===== src/common/spm_pkg.sv =====
package spm_pkg;

    // Default geometry of the scratchpad, overridden at spm_top
    localparam int DEF_ADDR_WIDTH = 8;        // Word address bits, 256 words
    localparam int DEF_NUM_COL = 4;           // Independently writable columns per word
    localparam int DEF_COL_WIDTH = 12;        // Pads to 16 bits inside the RAM wrapper

    // Read latency from b_en to b_rdata, also the depth of the tag pipeline
    localparam int DEF_PIPELINE_DEPTH = 2;

    localparam int DEF_CASCADE_DEPTH = 4;     // Max block RAM cascade height

    // Identifies which of the two clients owns a grant or a returning read
    // 0 is client 0, 1 is client 1
    typedef logic client_t;

endpackage


===== src/hdl/port_arbiter.sv =====
`timescale 1ns/1ps

module port_arbiter
    import spm_pkg::*;
#(
    parameter int ADDR_WIDTH = DEF_ADDR_WIDTH,
    parameter int NUM_COL = DEF_NUM_COL,
    parameter int COL_WIDTH = DEF_COL_WIDTH,
    localparam int DATA_WIDTH = NUM_COL * COL_WIDTH
) (
    input  logic                  clk,
    input  logic                  rst,
    // Client 0 write
    input  logic                  c0_wr_req,
    input  logic [ADDR_WIDTH-1:0] c0_wr_addr,
    input  logic [NUM_COL-1:0]    c0_wbe,
    input  logic [DATA_WIDTH-1:0] c0_wr_data,
    output logic                  c0_wr_grant,
    // Client 1 write
    input  logic                  c1_wr_req,
    input  logic [ADDR_WIDTH-1:0] c1_wr_addr,
    input  logic [NUM_COL-1:0]    c1_wbe,
    input  logic [DATA_WIDTH-1:0] c1_wr_data,
    output logic                  c1_wr_grant,
    // Reads
    input  logic                  c0_rd_req,
    input  logic [ADDR_WIDTH-1:0] c0_rd_addr,
    output logic                  c0_rd_grant,
    input  logic                  c1_rd_req,
    input  logic [ADDR_WIDTH-1:0] c1_rd_addr,
    output logic                  c1_rd_grant,
    // RAM write port
    output logic                  a_en,
    output logic [NUM_COL-1:0]    a_wbe,
    output logic [DATA_WIDTH-1:0] a_wdata,
    output logic [ADDR_WIDTH-1:0] a_addr,
    // RAM read port and return tag
    output logic                  b_en,
    output logic [ADDR_WIDTH-1:0] b_addr,
    output logic                  rd_tag_en,
    output client_t               rd_tag
);

    client_t wr_last;   // Last write winner
    client_t rd_last;   // Last read winner
    client_t wr_win;
    client_t rd_win;

    // Contested grants go to the client not served last time
    function automatic client_t pick(input logic req0, input logic req1, input client_t last);
        if (req0 && req1) begin
            return ~last;
        end
        return client_t'(req1);
    endfunction

    assign wr_win = pick(c0_wr_req, c1_wr_req, wr_last);
    assign rd_win = pick(c0_rd_req, c1_rd_req, rd_last);

    assign c0_wr_grant = c0_wr_req && (wr_win == 1'b0);
    assign c1_wr_grant = c1_wr_req && (wr_win == 1'b1);
    assign c0_rd_grant = c0_rd_req && (rd_win == 1'b0);
    assign c1_rd_grant = c1_rd_req && (rd_win == 1'b1);

    // Winner's operands go straight to the RAM in the grant cycle
    assign a_en = c0_wr_req || c1_wr_req;
    assign a_wbe = wr_win ? c1_wbe : c0_wbe;
    assign a_wdata = wr_win ? c1_wr_data : c0_wr_data;
    assign a_addr = wr_win ? c1_wr_addr : c0_wr_addr;

    assign b_en = c0_rd_req || c1_rd_req;
    assign b_addr = rd_win ? c1_rd_addr : c0_rd_addr;
    assign rd_tag_en = b_en;   // Every read issued carries a tag
    assign rd_tag = rd_win;

    // Reset to client 1 as last winner so client 0 takes the first contest
    always_ff @(posedge clk) begin
        if (rst) begin
            wr_last <= 1'b1;
            rd_last <= 1'b1;
        end else begin
            if (a_en) wr_last <= wr_win;
            if (b_en) rd_last <= rd_win;
        end
    end

    property p_grant_sane(logic g0, logic g1, logic r0, logic r1);
        !(g0 && g1) && (!g0 || r0) && (!g1 || r1);
    endproperty

    a_wr_grant_sane: assert property (@(posedge clk) disable iff (rst)
        p_grant_sane(c0_wr_grant, c1_wr_grant, c0_wr_req, c1_wr_req));

    a_rd_grant_sane: assert property (@(posedge clk) disable iff (rst)
        p_grant_sane(c0_rd_grant, c1_rd_grant, c0_rd_req, c1_rd_req));

endmodule


===== config.mk =====
export PLATFORM = sky130hd
export DESIGN_NAME = port_arbiter
export DESIGN_NICKNAME = d
export VERILOG_FILES = /design/src/common/spm_pkg.sv /design/src/hdl/port_arbiter.sv
export SDC_FILE = /design/constraint.sdc
export NUM_CORES = 1
export LEC_CHECK = 0
export BUFFER_PORTS_ARGS = -buffer_cell sky130_fd_sc_hd__buf_2
export CAP_MARGIN = 20
export CORE_AREA = 5 5 81 83
export CTS_CLUSTER_SIZE = 24
export DETAILED_ROUTE_END_ITERATION = 7
export DIE_AREA = 0 0 86 88
export HOLD_SLACK_MARGIN = 0.02
export SYNTH_ARGS = -nofsm -noshare
export SYNTH_HDL_FRONTEND = slang
export SYNTH_SLANG_ARGS = --single-unit

===== constraint.sdc =====
create_clock -name clk -period 1.59 [get_ports clk]
set_input_delay 0.3975 -clock clk [delete_from_list [all_inputs] [get_ports clk]]
set_output_delay 0.3975 -clock clk [all_outputs]
set_load 0.005 [all_outputs]

### Word-level counts from Yosys, hierarchy flattened

Index checks and enable logic that the tools add are counted.

| word-level totals | value |
|---|---|
| bits in registers | 2 |
| bits of input ports | 142 |

| operators by class | value |
|---|---|
| multiplexer cells | 10 |
| bitwise operators | 4 |
| reduce and logical (&&, ||, !) cells | 8 |

Operators by type and width:

| cell | count |
|---|---|
| 2-to-1 mux 48 bit | 1 |
| 2-to-1 mux 8 bit | 2 |
| logical AND 1 bit | 6 |
| 2-to-1 mux 1 bit | 6 |
| 2-to-1 mux 4 bit | 1 |
| inverter 1 bit | 4 |
| logical OR 1 bit | 2 |

### Longest topological paths before layout

Gate-level depths: netlist of run 1.

| logic depth | value |
|---|---|
| word-level depth | 5 |
| mapped depth | 3 |

### Least setup slack after synthesis of run 1

Ideal clock, no wire load.

| path | value |
|---|---|
| path type | input port to output port |
| from | in c1_wr_req |
| to | out a_wdata[10] |
| arrival | 1.211 ns |
| path slack | -0.019 ns |
| stages on the path | 3 |
| cells stage by stage | a21boi_4 > buf_4 > mux2_2 |

| on the way | value |
|---|---|
| longest elaborated chain between the ends | 4 |

Ends and longest elaborated chain:

| element | RTL line | source |
|---|---|---|
| from (decl) | port_arbiter.sv:20 | `input logic c1_wr_req,` |
| logical AND 1 bit | port_arbiter.sv:51 | `if (req0 && req1) begin` |
| 2-to-1 mux 1 bit | port_arbiter.sv:51 |  |
| 2-to-1 mux 1 bit (*) | port_arbiter.sv:54 | `return client_t'(req1);` |
| 2-to-1 mux 48 bit (*) | port_arbiter.sv:68 | `assign a_wdata = wr_win ? c1_wr_data : c0_wr_data;` |
| to (decl) | port_arbiter.sv:35 | `output logic [DATA_WIDTH-1:0] a_wdata,` |

Every way passes the cells marked *; elsewhere a longest branch is shown, timed or not.

### Worst setup path in the final report of run 1

| path | value |
|---|---|
| from | reg wr_last |
| to | out a_wbe[2] |

| on the way | value |
|---|---|
| longest elaborated chain between the ends | 4 |

Ends and longest elaborated chain:

| element | RTL line | source |
|---|---|---|
| from (decl) | port_arbiter.sv:44 | `client_t wr_last;` |
| from (signal assigned) | port_arbiter.sv:82 | `if (a_en) wr_last <= wr_win;` |
| inverter 1 bit | port_arbiter.sv:52 | `return ~last;` |
| 2-to-1 mux 1 bit | port_arbiter.sv:51 |  |
| 2-to-1 mux 1 bit | port_arbiter.sv:54 |  |
| 2-to-1 mux 4 bit | port_arbiter.sv:67 | `assign a_wbe = wr_win ? c1_wbe : c0_wbe;` |
| to (decl) | port_arbiter.sv:34 | `output logic [NUM_COL-1:0] a_wbe,` |

No other way between the ends. The select of a mux whose other input is x is not followed.

==> results.json, run 1 <==
{
  "post_synth.cell_area_avg_um2": 10.8,
  "multi_input_area_mm2": 0.00113,
  "core_area_mm2": 0.00578,
  "powerDensity_mw_per_mm2": 421,
  "power_mw": 1.34,
  "totalWireLength_mm": 7.48,
  "startpoint_type": "flop",
  "clockPowerShare": 0.148,
  "crit_cells": 5,
  "required_ns": 1.19,
  "dpl_cell_area_mm2": 0.00217,
  "ys_types": 14,
  "ant_nets": 0,
  "regArea_um2": 42.5,
  "rsz0062_at_grt": "yes",
  "dieArea_mm2": 0.00757,
  "critical_path_buf_inv_count": 3,
  "final_common_cell": "buf_2",
  "boundaryPins": 218,
  "netlist_area_um2": 978,
  "final_layout_size_suffix_gt1_frac": 0.972,
  "seqPwrFrac": 0.044,
  "cts-root-buf": "clkbuf_8",
  "drcViolationCount": 0,
  "cts_buffer_depth": 2,
  "p_leak_nw": 1.79,
  "numPortBuffers": 217,
  "worstSetupPathType": "flop to output pin",
  "nFillCells": 497,
  "overflow": 0,
  "preCtsSetupSlack_ns": -0.334,
  "final_area_mm2": 0.00318,
  "p_sw_frac": 0.284,
  "vias": 1696,
  "hold_violations": 0,
  "power_switching_mw": 0.380,
  "cts.sinks": 2,
  "htree_num_levels": 1,
  "relSlewSlack": 0.886,
  "crit_family": "buffers and inverters",
  "violations": "setup timing",
  "yosysWarnings": 0,
  "vdd_drop_max_uv": 358,
  "grt_util_all_layers": 0.136,
  "end_kind": "output pin",
  "power_frac_comb": 0.808,
  "worstMarginPinSlew_ns": 0.170,
  "p_int_mw": 0.957,
  "ys_seq_elements": 2,
  "cts_buffers": 3,
  "num-nets-final": 469,
  "grt_pass1_wl_mm": 8.22,
  "hold_buffers": 0,
  "viasPerCell": 4.24,
  "antenna_found_initial": 0,
  "syn_inst": 91,
  "place.gp.congestion": 0.678,
  "drt_iter0_markers": 21,
  "min_period_over_period": 1.18,
  "crit_chain": "a21boi_4, buf_6, clkbuf_16, mux2_4, buf_6",
  "path_clk_slew_ns": 0.03,
  "ff2ff_path_depth": 3,
  "syn_nets": 233,
  "hp-class": "input pin to flop",
  "antenna_cells": 0,
  "outcome": "finished, violations left",
  "grt_pass1_vias": 1662,
  "die_w_um": 86,
  "critPathMostFrequentCell": "buf_6",
  "utilization": 0.550,
  "max_freq_ghz": 0.535,
  "hpwl_mm": 4.66,
  "finalClockSkew_ns": 0,
  "mostFrequentLayoutCells": "buf_2, buf_6, mux2_4, clkbuf_16, buf_4",
  "maxCapViolCount": 0,
  "fin_crit_ns": 1.87,
  "setup_ws_ns": -0.279,
  "slowest_stage": "dfxtp_2",
  "tritoncts": "done",
  "seq_area_frac_synth": 0.0409,
  "rows": 28,
  "routedWlPerCell_um": 18.7,
  "grt_max_degree": 21,
  "hold_path_depth": 2,
  "slowest_delay_ns": 0.32,
  "first_pass_iters": 4,
  "finalMaxSlewViolations": 0,
  "start_util": 0.169,
  "worstPathMaxFanout": 5,
  "syn2layout_area_growth_pct": 225,
  "setup_viol": 68,
  "clk_latency_ns": 0.21,
  "arrival_ns": 1.47,
  "die_height_um": 88
}
metal layers:
layer  vias up  global-route usage  share of wire
met3         5              0.0348          0.090
met1       770               0.150           0.35
met2       106               0.266           0.55
li1        815                   -              -
met5         -                   0              0
met4         0              0.0173         0.0054
sequential cells by signal, indices dropped and copies added, names as in the netlist:
signal   cells
wr_last      1
rd_last      1
stage by stage:
stage	setup TNS (ns)	hold WS, ns	instances
finish	-15.85	0.379	400
global route	-19.45	0.376	400
CTS	-17.96	0.382	392
detailed placement	-18.14	0.528	383
global placement	-16.67	0.519	383
floorplan	-0.370	0.483	91
path summary, 6_finish.rpt:
path | to | slack, ns | startpoint
min reg2reg | rd_last | 0.64 | rd_last
max reg2reg | rd_last | 0.56 | rd_last
min | rd_last | 0.38 | rst
max | a_wbe[2] | -0.28 | wr_last
repair_timing:
action,4_1_cts,5_1_grt
cloned,2,8
pin swaps,2,2
gates resized for setup,65,83
setup buffers,4,0
setup endpoints to repair,68,68
Yosys cell counts, drive strengths merged:
cell type / count / area, µm²
inv: 2 / 7.51
mux2: 68 / 766
dfxtp: 2 / 40.0
nor2b: 1 / 6.26
buf: 7 / 67.6
nand2: 1 / 3.75
a211o: 1 / 8.76
a21boi: 5 / 52.6
a21o: 1 / 7.51
or2: 3 / 18.8
area by class of cell:
type                            count  area share
Clock buffer                        3      0.0130
Tap cell                           75      0.0295
Inverter                            2     0.00236
Multi-Input combinational cell     80       0.354
Timing Repair Buffer              238       0.587
Sequential cell                     2      0.0134
power groups by stage:
stage / clock network [mW] / registers, mW / logic [mW]
floorplan: 0 / 0.0590 / 0.276
global placement: 0 / 0.0595 / 0.615
detailed placement: 0 / 0.0597 / 0.622
CTS: 0.202 / 0.0598 / 0.806
global route: 0.215 / 0.0600 / 1.14
finish: 0.198 / 0.0594 / 1.08
worst register-to-register path: cells and delay by family (launching register included):
family	cells	cell delay [ns]
flip-flops	1	0.32
AND/OR/NAND/NOR	1	0.29
AO/OA/AOI/OAI	1	0.17
buffers and inverters	1	0.14
cell families (layout without fill, tap and decap cells):
kind of cell / after synthesis / count (layout) / share of synthesized area
multiplexers: 68 / 68 / 0.783
buffers and inverters: 9 / 243 / 0.0767
AO/OA/AOI/OAI: 7 / 7 / 0.0703
AND/OR/NAND/NOR: 5 / 5 / 0.0294
flip-flops: 2 / 2 / 0.0409
No activity file was read; power rests on OpenSTA's default activity.
==> run 2, diff against run 1 <==
--- a/config.mk
+++ b/config.mk
@@ -12,6 +12,7 @@
 export DETAILED_ROUTE_END_ITERATION = 7
 export DIE_AREA = 0 0 86 88
 export HOLD_SLACK_MARGIN = 0.02
+export SKIP_CTS_REPAIR_TIMING = 1
 export SYNTH_ARGS = -nofsm -noshare
 export SYNTH_HDL_FRONTEND = slang
 export SYNTH_SLANG_ARGS = --single-unit
==> run 2 against run 1 <==
Net effect: the flow still finishes with violations (setup timing); largest cell class unchanged; final cell count is 1.8% lower; fmax is 1.3% lower; highest routed layer is now met3; global-route usage is 2.6 points lower; critical path type unchanged; clock skew stayed put.
==> results.json, run 2 (synthesis gave the netlist of run 1 again) <==
{
  "outcome": "finished, violations left",
  "violations": "setup timing",
  "arrival_ns": 1.50,
  "viasPerCell": 4.16,
  "setup_viol": 68,
  "required_ns": 1.19,
  "met3_usage": 0.0310,
  "final_layout_size_suffix_gt1_frac": 0.965,
  "regArea_um2": 45.0,
  "multi_input_area_um2": 998,
  "grt_max_degree": 41,
  "slowest_stage": "mux2_2",
  "first_pass_iters": 3,
  "top_regs": "rd_last: 1 flops, wr_last: 1 flops",
  "dieArea_mm2": 0.00757,
  "maxCapViolCount": 0,
  "busiest_layer": "met2",
  "crit_start": "wr_last",
  "routedWlPerCell_um": 15.9,
  "crit_chain": "a21boi_4, buf_12, clkbuf_16, mux2_2, buf_2",
  "clk_latency_ns": 0.21,
  "end_kind": "output pin",
  "worstMarginPinSlew_ns": 0.138,
  "numPortBuffers": 217,
  "num-nets-final": 462,
  "relSlewSlack": 0.907,
  "finalClockSkew_ns": 0,
  "fin_crit_ns": 1.89,
  "min_period_over_period": 1.19,
  "drcViolationCount": 0,
  "cts_buffer_depth": 2,
  "path_clk_slew_ns": 0.03,
  "cts-root-buf": "clkbuf_8",
  "dpl_cell_area_mm2": 0.00217,
  "cts_buffers": 3,
  "vias": 1633,
  "timing.rr.start": "rd_last",
  "startpoint_type": "flop",
  "rows": 28,
  "hold_end": "rd_last",
  "die_height_um": 88,
  "hpwl_mm": 4.66,
  "mostFrequentLayoutCells": "buf_2, buf_6, mux2_4, mux2_2, buf_4",
  "nFillCells": 535,
  "rsz0062_at_grt": "yes",
  "timing.hold.ws_ns": 0.382,
  "die_w_um": 86,
  "r2r-end": "rd_last",
  "max_freq_ghz": 0.528,
  "place.gp.congestion": 0.678,
  "drt_iter0_markers": 22,
  "worstSetupPathType": "flop to output pin",
  "hp-class": "input pin to flop",
  "cts.sinks": 2,
  "syn2layout_area_growth_pct": 180,
  "finalMaxSlewViolations": 0,
  "grt_util_met1": 0.128,
  "start_util": 0.169,
  "hold_path_depth": 2,
  "grt_util_all_layers": 0.110,
  "antenna_found_initial": 0,
  "final_area_mm2": 0.00274,
  "slowest_delay_ns": 0.33,
  "ff2ff_path_depth": 2,
  "min_from": "rst",
  "grt_pass1_vias": 1477,
  "htree_num_levels": 1,
  "hold_violations": 0,
  "grt_pass1_wl_mm": 6.78,
  "boundaryPins": 218,
  "totalWireLength_mm": 6.26,
  "powerDensity_mw_per_mm2": 408,
  "core_area_mm2": 0.00578,
  "use_met2": 0.202,
  "reg2reg_setup_slack_ns": 0.69,
  "ant_nets": 0,
  "vdd_drop_max_uv": 354,
  "antenna_cells": 0,
  "worstPathMaxFanout": 10,
  "tritoncts": "done",
  "p_leak_nw": 1.54,
  "overflow": 0,
  "final_common_cell": "buf_2",
  "setup_ws_ns": -0.304
}
==> run 2: cell types whose count changed in the layout (fill, tap and decap cells not counted), moves of 2 or more <==
cell / delta
buf_2: +30
mux2_2: +30
buf_6: -36
clkbuf_16: -2
mux2_4: -32
mux2_1: +2
==> run 2: through the flow <==
| step | cells | setup TNS, ns | util | setup WS [ns] | power [mW] |
|---|---|---|---|---|---|
| global route | 393 | -19.84 | 0.474 | -0.345 | 1.20 |
| detailed placement | 383 | -18.14 | 0.375 | -0.334 | 0.682 |
| global placement | 383 | -16.67 | 0.375 | -0.312 | 0.674 |
| CTS | 386 | -18.35 | 0.382 | -0.335 | 0.886 |
| floorplan | 91 | -0.370 | - | -0.0185 | 0.335 |
| finish | 393 | -17.03 | 0.474 | -0.304 | 1.12 |
==> run 2: layout make-up <==
class,count,share of cell area
Sequential cell,2,0.0164
Tap cell,75,0.0342
Timing Repair Buffer,231,0.567
Clock buffer,3,0.0151
Multi-Input combinational cell,80,0.364
Inverter,2,0.00274
==> run 2: per-layer routing <==
| metal | share of wire | vias up |
|---|---|---|
| met1 | 0.34 | 729 |
| met4 | 0 | 0 |
| met3 | 0.12 | 0 |
| met5 | 0 | - |
| met2 | 0.54 | 107 |
| li1 | - | 797 |
==> run 2: critical path: cells and delay by family (launching register included) <==
family / cells / cell delay (ns)
AOI/OAI and AO/OA: 1 / 0.17
buffers and inverters: 3 / 0.46
muxes: 1 / 0.33
DFF: 1 / 0.32
==> run 2: worst max-delay path by stage <==
stage / endpoint / slack, ns / depth (start not counted)
3_3_place_gp: a_addr[4] / -0.31 / 5
2_1_floorplan: a_wdata[10] / -0.02 / 3
3_5_place_dp: a_addr[4] / -0.33 / 5
4_1_cts: a_addr[4] / -0.34 / 5
5_1_grt: a_wdata[20] / -0.35 / 5
6_report: a_wdata[37] / -0.30 / 5
==> run 2: report_power, final <==
group / switching (mW) / internal, mW
registers: 0.00411 / 0.0548
logic: 0.279 / 0.588
clock network: 0.0344 / 0.160
total: 0.317 / 0.802
